**src/design/backend_pkg.sv**
```systemverilog
// shared widths, encodings, ALU codes and stage structs; imported by every back-end module
`default_nettype none

package backend_pkg;

  // --------------------------------------------------
  // widths and sizes
  // --------------------------------------------------
  localparam int unsigned XLEN        = 32;
  localparam int unsigned NUM_REGS    = 32;
  localparam int unsigned QUEUE_DEPTH = 4;

  typedef logic [XLEN-1:0] xlen_t;
  typedef logic [31:0]     instr_t;
  typedef logic [4:0]      reg_idx_t;
  // counts zero up to QUEUE_DEPTH inclusive
  typedef logic [2:0]      credit_cnt_t;

  // --------------------------------------------------
  // RV32I encodings
  // --------------------------------------------------
  localparam logic [6:0] OPCODE_OP     = 7'b0110011;
  localparam logic [6:0] OPCODE_OP_IMM = 7'b0010011;

  localparam logic [2:0] FUNCT3_ADD = 3'b000;
  localparam logic [2:0] FUNCT3_SLT = 3'b010;
  localparam logic [2:0] FUNCT3_XOR = 3'b100;
  localparam logic [2:0] FUNCT3_OR  = 3'b110;
  localparam logic [2:0] FUNCT3_AND = 3'b111;

  localparam logic [6:0] FUNCT7_BASE = 7'b0000000;
  localparam logic [6:0] FUNCT7_SUB  = 7'b0100000;

  // --------------------------------------------------
  // ALU operation codes
  // --------------------------------------------------
  typedef logic [2:0] alu_op_t;

  localparam alu_op_t ALU_ADD = 3'd0;
  localparam alu_op_t ALU_SUB = 3'd1;
  localparam alu_op_t ALU_AND = 3'd2;
  localparam alu_op_t ALU_OR  = 3'd3;
  localparam alu_op_t ALU_XOR = 3'd4;
  localparam alu_op_t ALU_SLT = 3'd5;

  // --------------------------------------------------
  // stage payloads
  // --------------------------------------------------
  // decode to execute
  typedef struct packed {
    alu_op_t  alu_op;
    reg_idx_t rd;
    xlen_t    operand_a;
    // rs2 value or sign-extended immediate
    xlen_t    operand_b;
    logic     illegal;
  } issue_op_t;

  // execute to commit, and the retire port
  typedef struct packed {
    reg_idx_t rd;
    xlen_t    value;
    logic     illegal;
  } retire_t;

endpackage

`default_nettype wire

```
**src/design/backend.sv**
```systemverilog
// back-end top level connecting queue, decode, register file, execute and commit
`default_nettype none

module backend (
  input  logic                 clk_i,
  input  logic                 reset_i,
  // front end, credit based
  input  logic                 instr_valid_i,
  input  backend_pkg::instr_t  instr_i,
  output logic                 credit_return_o,
  // retire port, no back-pressure
  output logic                 retire_valid_o,
  output backend_pkg::retire_t retire_o
);

  import backend_pkg::*;

  // queue to decode
  logic      q_head_valid;
  instr_t    q_head_instr;

  // decode and register file
  reg_idx_t  rs1_idx;
  reg_idx_t  rs2_idx;
  xlen_t     rs1_value;
  xlen_t     rs2_value;

  // decode to execute
  logic      issue_valid;
  issue_op_t issue_op;

  // execute to commit
  logic      exec_valid;
  retire_t   exec_result;

  // commit feedback
  logic      wb_valid;
  reg_idx_t  wb_rd;
  xlen_t     wb_value;
  logic      release_valid;
  reg_idx_t  release_rd;

  // --------------------------------------------------
  // instruction queue, pop doubles as credit return
  // --------------------------------------------------
  instr_queue u_instr_queue (
    .clk_i       (clk_i),
    .reset_i     (reset_i),
    .push_i      (instr_valid_i),
    .push_instr_i(instr_i),
    .head_valid_o(q_head_valid),
    .head_instr_o(q_head_instr),
    .pop_i       (credit_return_o)
  );

  decode_stage u_decode_stage (
    .clk_i          (clk_i),
    .reset_i        (reset_i),
    .instr_valid_i  (q_head_valid),
    .instr_i        (q_head_instr),
    .pop_o          (credit_return_o),
    .rs1_idx_o      (rs1_idx),
    .rs2_idx_o      (rs2_idx),
    .rs1_value_i    (rs1_value),
    .rs2_value_i    (rs2_value),
    .release_valid_i(release_valid),
    .release_rd_i   (release_rd),
    .issue_valid_o  (issue_valid),
    .issue_op_o     (issue_op)
  );

  int_reg_file u_int_reg_file (
    .clk_i      (clk_i),
    .reset_i    (reset_i),
    .rs1_idx_i  (rs1_idx),
    .rs2_idx_i  (rs2_idx),
    .rs1_value_o(rs1_value),
    .rs2_value_o(rs2_value),
    .wb_valid_i (wb_valid),
    .wb_rd_i    (wb_rd),
    .wb_value_i (wb_value)
  );

  // --------------------------------------------------
  // execute and commit
  // --------------------------------------------------
  execute_stage u_execute_stage (
    .clk_i        (clk_i),
    .reset_i      (reset_i),
    .issue_valid_i(issue_valid),
    .issue_op_i   (issue_op),
    .exec_valid_o (exec_valid),
    .exec_result_o(exec_result)
  );

  commit_stage u_commit_stage (
    .clk_i          (clk_i),
    .reset_i        (reset_i),
    .exec_valid_i   (exec_valid),
    .exec_result_i  (exec_result),
    .wb_valid_o     (wb_valid),
    .wb_rd_o        (wb_rd),
    .wb_value_o     (wb_value),
    .release_valid_o(release_valid),
    .release_rd_o   (release_rd),
    .retire_valid_o (retire_valid_o),
    .retire_o       (retire_o)
  );

endmodule

`default_nettype wire

```
**src/design/commit_stage.sv**
```systemverilog
// retire register; writes back and frees the busy bit on the edge that loads the retire port
`default_nettype none

module commit_stage (
  input  logic                  clk_i,
  input  logic                  reset_i,
  // from execute
  input  logic                  exec_valid_i,
  input  backend_pkg::retire_t  exec_result_i,
  // register file write
  output logic                  wb_valid_o,
  output backend_pkg::reg_idx_t wb_rd_o,
  output backend_pkg::xlen_t    wb_value_o,
  // busy table release
  output logic                  release_valid_o,
  output backend_pkg::reg_idx_t release_rd_o,
  // retire port
  output logic                  retire_valid_o,
  output backend_pkg::retire_t  retire_o
);

  // --------------------------------------------------
  // write back and release
  // --------------------------------------------------
  // legal results with nonzero rd only
  assign wb_valid_o = exec_valid_i && !exec_result_i.illegal && (exec_result_i.rd != '0);
  assign wb_rd_o    = exec_result_i.rd;
  assign wb_value_o = exec_result_i.value;

  // same register freed at the same edge as the write
  assign release_valid_o = wb_valid_o;
  assign release_rd_o    = exec_result_i.rd;

  // --------------------------------------------------
  // retire register
  // --------------------------------------------------
  always_ff @(posedge clk_i) begin
    if (reset_i) begin
      retire_valid_o <= 1'b0;
    end else begin
      // every op retires, illegal or not
      retire_valid_o <= exec_valid_i;
    end
  end

  always_ff @(posedge clk_i) begin
    if (exec_valid_i) begin
      retire_o <= exec_result_i;
    end
  end

endmodule

`default_nettype wire

```
**src/design/decode_stage.sv**
```systemverilog
// decodes the queue head, checks the busy table and issues one ALU op per cycle to execute
`default_nettype none

module decode_stage (
  input  logic                   clk_i,
  input  logic                   reset_i,
  // instruction queue
  input  logic                   instr_valid_i,
  input  backend_pkg::instr_t    instr_i,
  output logic                   pop_o,
  // register file reads
  output backend_pkg::reg_idx_t  rs1_idx_o,
  output backend_pkg::reg_idx_t  rs2_idx_o,
  input  backend_pkg::xlen_t     rs1_value_i,
  input  backend_pkg::xlen_t     rs2_value_i,
  // busy release from commit
  input  logic                   release_valid_i,
  input  backend_pkg::reg_idx_t  release_rd_i,
  // issue to execute
  output logic                   issue_valid_o,
  output backend_pkg::issue_op_t issue_op_o
);

  import backend_pkg::*;

  logic [6:0]    opcode;
  logic [2:0]    funct3;
  logic [6:0]    funct7;
  reg_idx_t      rd_idx;
  xlen_t         imm;
  alu_op_t       alu_op;
  logic          illegal;
  logic          use_rs1;
  logic          use_rs2;
  logic          use_imm;
  logic          hazard;
  logic          writes_rd;
  // one bit per register, set while a write is in flight
  logic [NUM_REGS-1:0] busy_q;

  // --------------------------------------------------
  // field split
  // --------------------------------------------------
  assign opcode    = instr_i[6:0];
  assign rd_idx    = instr_i[11:7];
  assign funct3    = instr_i[14:12];
  assign rs1_idx_o = instr_i[19:15];
  assign rs2_idx_o = instr_i[24:20];
  assign funct7    = instr_i[31:25];
  // I-type immediate, sign extended
  assign imm       = {{(XLEN-12){instr_i[31]}}, instr_i[31:20]};

  // --------------------------------------------------
  // opcode and function decode
  // --------------------------------------------------
  always_comb begin
    alu_op  = ALU_ADD;
    illegal = 1'b0;
    use_rs1 = 1'b0;
    use_rs2 = 1'b0;
    use_imm = 1'b0;
    case (opcode)
      OPCODE_OP: begin
        use_rs1 = 1'b1;
        use_rs2 = 1'b1;
        case (funct3)
          FUNCT3_ADD: alu_op = (funct7 == FUNCT7_SUB) ? ALU_SUB : ALU_ADD;
          FUNCT3_SLT: alu_op = ALU_SLT;
          FUNCT3_XOR: alu_op = ALU_XOR;
          FUNCT3_OR:  alu_op = ALU_OR;
          FUNCT3_AND: alu_op = ALU_AND;
          default:    illegal = 1'b1;
        endcase
        // only SUB may use the alternate funct7
        if (funct7 != FUNCT7_BASE && !(funct7 == FUNCT7_SUB && funct3 == FUNCT3_ADD)) begin
          illegal = 1'b1;
        end
      end
      OPCODE_OP_IMM: begin
        // ADDI only
        use_rs1 = 1'b1;
        use_imm = 1'b1;
        illegal = (funct3 != FUNCT3_ADD);
      end
      default: illegal = 1'b1;
    endcase
    // illegal encodings wait on nothing
    if (illegal) begin
      use_rs1 = 1'b0;
      use_rs2 = 1'b0;
    end
  end

  // --------------------------------------------------
  // scoreboard check and issue
  // --------------------------------------------------
  assign hazard    = (use_rs1 && busy_q[rs1_idx_o]) || (use_rs2 && busy_q[rs2_idx_o]);
  assign writes_rd = !illegal && (rd_idx != '0);

  // pop and issue in the same cycle
  assign pop_o         = instr_valid_i && !hazard;
  assign issue_valid_o = pop_o;

  assign issue_op_o = '{
    alu_op:    alu_op,
    rd:        rd_idx,
    operand_a: rs1_value_i,
    operand_b: use_imm ? imm : rs2_value_i,
    illegal:   illegal
  };

  // busy table update
  always_ff @(posedge clk_i) begin
    if (reset_i) begin
      busy_q <= '0;
    end else begin
      if (release_valid_i) begin
        busy_q[release_rd_i] <= 1'b0;
      end
      // new issue overrides an older release of the same rd
      if (pop_o && writes_rd) begin
        busy_q[rd_idx] <= 1'b1;
      end
    end
  end

endmodule

`default_nettype wire

```
**src/design/execute_stage.sv**
```systemverilog
// single-cycle ALU stage; registers the result of each issued op for commit
`default_nettype none

module execute_stage (
  input  logic                   clk_i,
  input  logic                   reset_i,
  input  logic                   issue_valid_i,
  input  backend_pkg::issue_op_t issue_op_i,
  output logic                   exec_valid_o,
  output backend_pkg::retire_t   exec_result_o
);

  import backend_pkg::*;

  xlen_t alu_result;

  // --------------------------------------------------
  // ALU
  // --------------------------------------------------
  always_comb begin
    case (issue_op_i.alu_op)
      ALU_ADD: alu_result = issue_op_i.operand_a + issue_op_i.operand_b;
      ALU_SUB: alu_result = issue_op_i.operand_a - issue_op_i.operand_b;
      ALU_AND: alu_result = issue_op_i.operand_a & issue_op_i.operand_b;
      ALU_OR:  alu_result = issue_op_i.operand_a | issue_op_i.operand_b;
      ALU_XOR: alu_result = issue_op_i.operand_a ^ issue_op_i.operand_b;
      // signed compare, result is 0 or 1
      ALU_SLT: alu_result = {{(XLEN-1){1'b0}},
                             $signed(issue_op_i.operand_a) < $signed(issue_op_i.operand_b)};
      default: alu_result = '0;
    endcase
    // illegal ops report a zero value
    if (issue_op_i.illegal) begin
      alu_result = '0;
    end
  end

  // valid bit
  always_ff @(posedge clk_i) begin
    if (reset_i) begin
      exec_valid_o <= 1'b0;
    end else begin
      exec_valid_o <= issue_valid_i;
    end
  end

  // result payload, rd and illegal pass through
  always_ff @(posedge clk_i) begin
    if (issue_valid_i) begin
      exec_result_o <= '{rd: issue_op_i.rd, value: alu_result, illegal: issue_op_i.illegal};
    end
  end

endmodule

`default_nettype wire

```
**src/design/instr_queue.sv**
```systemverilog
// four-entry instruction FIFO between the front end and decode; each pop frees one credit
`default_nettype none

module instr_queue (
  input  logic                clk_i,
  input  logic                reset_i,
  // front end side
  input  logic                push_i,
  input  backend_pkg::instr_t push_instr_i,
  // decode side
  output logic                head_valid_o,
  output backend_pkg::instr_t head_instr_o,
  input  logic                pop_i
);

  import backend_pkg::*;

  // storage, no reset needed
  instr_t mem_q [QUEUE_DEPTH];

  logic [$clog2(QUEUE_DEPTH)-1:0] wr_ptr_q;
  logic [$clog2(QUEUE_DEPTH)-1:0] rd_ptr_q;
  credit_cnt_t                    count_q;

  // --------------------------------------------------
  // pointers and occupancy
  // --------------------------------------------------
  always_ff @(posedge clk_i) begin
    if (reset_i) begin
      wr_ptr_q <= '0;
      rd_ptr_q <= '0;
      count_q  <= '0;
    end else begin
      // pointers wrap naturally, depth is a power of two
      if (push_i) begin
        wr_ptr_q <= wr_ptr_q + 1'b1;
      end
      if (pop_i) begin
        rd_ptr_q <= rd_ptr_q + 1'b1;
      end
      case ({push_i, pop_i})
        2'b10:   count_q <= count_q + 1'b1;
        2'b01:   count_q <= count_q - 1'b1;
        // push and pop together, occupancy unchanged
        default: count_q <= count_q;
      endcase
    end
  end

  // write port, room guaranteed by credits
  always_ff @(posedge clk_i) begin
    if (push_i) begin
      mem_q[wr_ptr_q] <= push_instr_i;
    end
  end

  // head visible the cycle after its push
  assign head_valid_o = (count_q != '0);
  assign head_instr_o = mem_q[rd_ptr_q];

endmodule

`default_nettype wire

```
**src/design/int_reg_file.sv**
```systemverilog
// integer register file, two combinational reads and one write port, x0 tied to zero
`default_nettype none

module int_reg_file (
  input  logic                  clk_i,
  input  logic                  reset_i,
  // read ports for decode
  input  backend_pkg::reg_idx_t rs1_idx_i,
  input  backend_pkg::reg_idx_t rs2_idx_i,
  output backend_pkg::xlen_t    rs1_value_o,
  output backend_pkg::xlen_t    rs2_value_o,
  // write port from commit
  input  logic                  wb_valid_i,
  input  backend_pkg::reg_idx_t wb_rd_i,
  input  backend_pkg::xlen_t    wb_value_i
);

  import backend_pkg::*;

  xlen_t regs_q [NUM_REGS];

  // all registers start at zero
  always_ff @(posedge clk_i) begin
    if (reset_i) begin
      for (int i = 0; i < NUM_REGS; i++) begin
        regs_q[i] <= '0;
      end
    end else if (wb_valid_i && (wb_rd_i != '0)) begin
      // x0 never written
      regs_q[wb_rd_i] <= wb_value_i;
    end
  end

  // no write bypass, busy table holds readers until the write lands
  assign rs1_value_o = (rs1_idx_i == '0) ? '0 : regs_q[rs1_idx_i];
  assign rs2_value_o = (rs2_idx_i == '0) ? '0 : regs_q[rs2_idx_i];

endmodule

`default_nettype wire

```
**config.mk**
```make
export PLATFORM = sky130hd
export DESIGN_NAME = backend
export DESIGN_NICKNAME = d
export VERILOG_FILES = /design/src/design/backend_pkg.sv /design/src/design/backend.sv /design/src/design/commit_stage.sv /design/src/design/decode_stage.sv /design/src/design/execute_stage.sv /design/src/design/instr_queue.sv /design/src/design/int_reg_file.sv
export SDC_FILE = /design/constraint.sdc
export NUM_CORES = 2
export LEC_CHECK = 0
export BUFFER_PORTS_ARGS = -buffer_cell sky130_fd_sc_hd__buf_4
export CORE_MARGIN = 5
export CORE_UTILIZATION = 55
export CTS_CLUSTER_SIZE = 16
export DETAILED_ROUTE_END_ITERATION = 8
export HOLD_SLACK_MARGIN = 0.08
export PLACE_DENSITY = 0.71
export REMOVE_ABC_BUFFERS = 1
export SETUP_SLACK_MARGIN = 0.15
export SLEW_MARGIN = 25
export SYNTH_ARGS = -nofsm -noshare
export SYNTH_HDL_FRONTEND = slang
export SYNTH_HIERARCHICAL = 1
export SYNTH_SLANG_ARGS = --single-unit
```
**constraint.sdc**
```tcl
create_clock -name clk_i -period 9.4 [get_ports clk_i]
set_clock_uncertainty 0.1 [all_clocks]
set_input_delay 0.47 -clock clk_i [delete_from_list [all_inputs] [get_ports clk_i]]
set_output_delay 0.47 -clock clk_i [all_outputs]
set_load 0.02 [all_outputs]
```
==> flow_summary.yaml <==
clocking:
  clkTransAtPathRegs_ps: 60
  cts_tree: "built"
  h-tree-depth: 4
  ctsHoldBuffers: 35
  post-cts-setup-buffers: 0
  clock_latency_ps: 800
  cts_sinks: 1271
  clockBufferDepth: 3
  cts_inserted_buffers: 137
  cts_root_buffer: "clkbuf_16"
  cts_resized: 0
logic_synthesis:
  synth.most_common_cell: "edfxtp_1"
  yosys.area.top_type_share_pct: 52.27
  netlist_top_cells_count: "1228 x edfxtp_1, 1010 x and2_1, 506 x mux4_2"
  synthTopCellsByArea: "edfxtp_1 52%, mux4_2 16%, and2_1 9.0%"
  ys_types: 100
  synth_enable_flop_cells: 1228
  synth_area_leader_cell: "edfxtp_1"
  netlist_area_um2: 70550
  yosysWarningCount: 6
  seq_area_frac_synth_pct: 53.49
  syn_inst: 5058
  synth_flop_cell: "edfxtp_1"
  syn_area_per_cell_um2: 13.95
  synth_seq_cells: 1271
  ys_async_sr_fraction_pct: 0
place:
  hpwl_um: 135100
  placed_cells: 6428
  port-buffer-count: 74
  place_congestion: 0.9722
worst_setup_path:
  slowest_delay_ps: 930
  path_delay_family: "compound AO/OA/AOI/OAI gates"
  crit_arrival_ps: 7990
  worstSetupEndpointType: "register"
  crit_required_ps: 9830
  path_buf_inv: 3
  crit_slowest_cell: "mux4_2"
  startpoint_type: "register"
  crit_type: "reg2reg"
  crit_path_cell_trace: "buf_4, mux4_2, and2_2, buf_12, a22o_1, a2111oi_1, nor3_1, nand2_1, nand2_1, inv_1, ha_1, nor2b_1, o311ai_1, o211ai_2, a211oi_4, o21ai_2, a211o_1, and2_1, a221oi_1, nor4_1"
  path_max_fanout: 30
  path_common_cell: "nand2_1"
floorplan:
  die_w_um: 368.2
  die_area_um2: 135500
  rows: 131
  die_y_um: 368.2
  io_pins: 75
  start_util_pct: 55.33
  core_area_um2: 127500
routing:
  wl_um: 221700
  drt_iter0_markers: 6562
  wl_per_cell_um: 32.96
  first_pass_iters: 7
  num_vias: 46393
  ant_nets: 0
  via_per_inst: 6.896
  drc: 0
power:
  p_per_area_nw_per_um2: 330.2
  ir_drop_mv: 0.2953
  leakage_nw: 27.79
  total_power_mw: 25.37
finish:
  area_growth_syn_to_layout_pct: 8.901
  utilization_pct: 60.25
  stdcell_count: 6728
  nNetsFinal: 5095
  n_fill_cell: 9595
  drive_gt1_share_pct: 21.81
global_route:
  grt_pass1_vias: 46777
  antenna_found_initial: 8
  grt_max_degree: 69
  grt_pass1_wl_um: 320100
  overflow: 0
  gr-usage-all-layers_pct: 32.40
timing:
  finalSetupTns_ps: 0
  fmax_mhz: 132.2
  setup_viol: 0
  slew_violations: 0
  hold_viol_final: 0
  relSlewSlack_pct: 22.64
  finalCritPeriodShare_pct: 80.46
  rsz0062_at_grt: "no"
  worst_pin_slew_ps: 1157
  period_needed_ps: 7563
min_path:
  min_path_type: "in2reg"
outcome:
  status: "finished clean"
job:
  cap_violations: 0
==> worst reg2reg max path, delay by kind of cell, from the launching register on <==
kind                       cells  cell delay, ps
DFF                            1             400
adders and majority gates      1             400
buffers and inverters          3            1020
and+or+nand+nor                7            1640
AOI/OAI and AO/OA              8            2800
muxes                          1             940
==> metrics by stage <==
stage               cell area [um^2]  setup slack [ps]  hold WS (ps)
finish                         76830              1837         326.0
global route                   76830              1644         305.1
CTS                            76640              1957         280.6
detailed placement             71860              1971         335.3
global placement               71760              2057         342.8
floorplan                      67630             -3428         316.8
==> area by class of cell <==
type / count / area [um^2] / area share, %
Sequential cell: 1271 / 37740 / 49.12
Multi-Input combinational cell: 3145 / 29660 / 38.61
Clock buffer: 170 / 3602 / 4.688
Timing Repair Buffer: 285 / 2490 / 3.241
Tap cell: 1662 / 2079 / 2.707
Clock inverter: 79 / 829.5 / 1.080
Inverter: 111 / 416.7 / 0.5423
Antenna cell: 5 / 12.51 / 0.01629
==> sequential cells by signal, indices dropped and copies added (netlist names), named ones only <==
name	count
u_execute_stage/exec_result_o	38
u_commit_stage/retire_valid_o	1
u_decode_stage/busy_q	32
u_instr_queue/count_q	3
u_instr_queue/rd_ptr_q	2
u_int_reg_file/regs_q	1024
u_commit_stage/retire_o	38
u_instr_queue/mem_q	128
u_execute_stage/exec_valid_o	1
u_instr_queue/wr_ptr_q	2
==> placed cells by master, fill, tap and decap left out, types with 13 or more instances in the layout <==
master / Yosys / routed
inv_1: 109 / 109
o31ai_1: 36 / 36
conb_1: 1 / 32
o22ai_1: 106 / 106
a22oi_1: 27 / 27
clkbuf_16: 0 / 137
and2_1: 1010 / 1009
nor2b_1: 48 / 46
a22o_1: 54 / 54
nand2_1: 113 / 113
edfxtp_1: 1228 / 1228
buf_8: 0 / 13
ha_1: 106 / 106
clkbuf_1: 312 / 28
or2_2: 38 / 36
nand3b_1: 35 / 35
buf_4: 134 / 223
mux2_2: 32 / 32
a211oi_1: 17 / 17
mux2i_1: 187 / 187
a21oi_1: 127 / 127
a2111oi_0: 17 / 16
nor2_2: 0 / 31
nor2_1: 144 / 112
clkinv_2: 0 / 26
a2111oi_1: 41 / 36
mux4_2: 506 / 500
o21bai_1: 15 / 15
xnor2_1: 21 / 21
dfxtp_1: 43 / 41
o21ai_0: 63 / 63
clkinv_1: 2 / 26
o211ai_1: 19 / 19
a21o_1: 29 / 29
dlygate4sd3_1: 0 / 35
nor4_1: 14 / 13
nand3_1: 27 / 27
nand2b_1: 14 / 14
nor3_1: 88 / 86
==> power breakdown <==
part / total [mW] / switching (mW) / internal, mW
sequential: 7.06 / 0.446 / 6.61
clock: 5.36 / 2.35 / 3.01
combinational: 12.9 / 8.03 / 4.91
total: 25.4 / 10.8 / 14.5
==> kinds of logic after synthesis <==
group                    after synthesis  synth area share [%]
AO/OA/AOI/OAI                        656                 6.659
adder cells (fa/ha/maj)              109                 1.965
buffers and inverters                673                 4.889
flip-flops                          1271                 53.49
XOR/XNOR                              24                0.2980
other                                  1              0.005315
AND/OR/NAND/NOR                     1596                 13.27
multiplexers                         728                 19.43
==> layer usage <==
metal	vias to the layer above	track usage (%)	wire [um]
met4	0	16.99	13490
li1	18983	-	-
met1	23504	43.31	81060
met5	-	0	0
met2	3276	50.47	102200
met3	630	6.892	25010
==> path summary, 6_finish.rpt <==
check	startpoint	endpoint	slack, ps	cells after the start
worst max-delay path	register	u_execute_stage/exec_result_o[26]$_SDFFCE_PP0P_	1840	20
worst min-delay path	instr_i[30]	u_instr_queue/mem_q[1][30]$_DFFE_PP_	330	2
worst max register to register	register	u_execute_stage/exec_result_o[26]$_SDFFCE_PP0P_	1840	20
worst min register to register	u_execute_stage/exec_result_o[0]$_DFFE_PP_	u_commit_stage/retire_o[0]$_DFFE_PP_	350	0
Power figures use the tool's default switching activity.
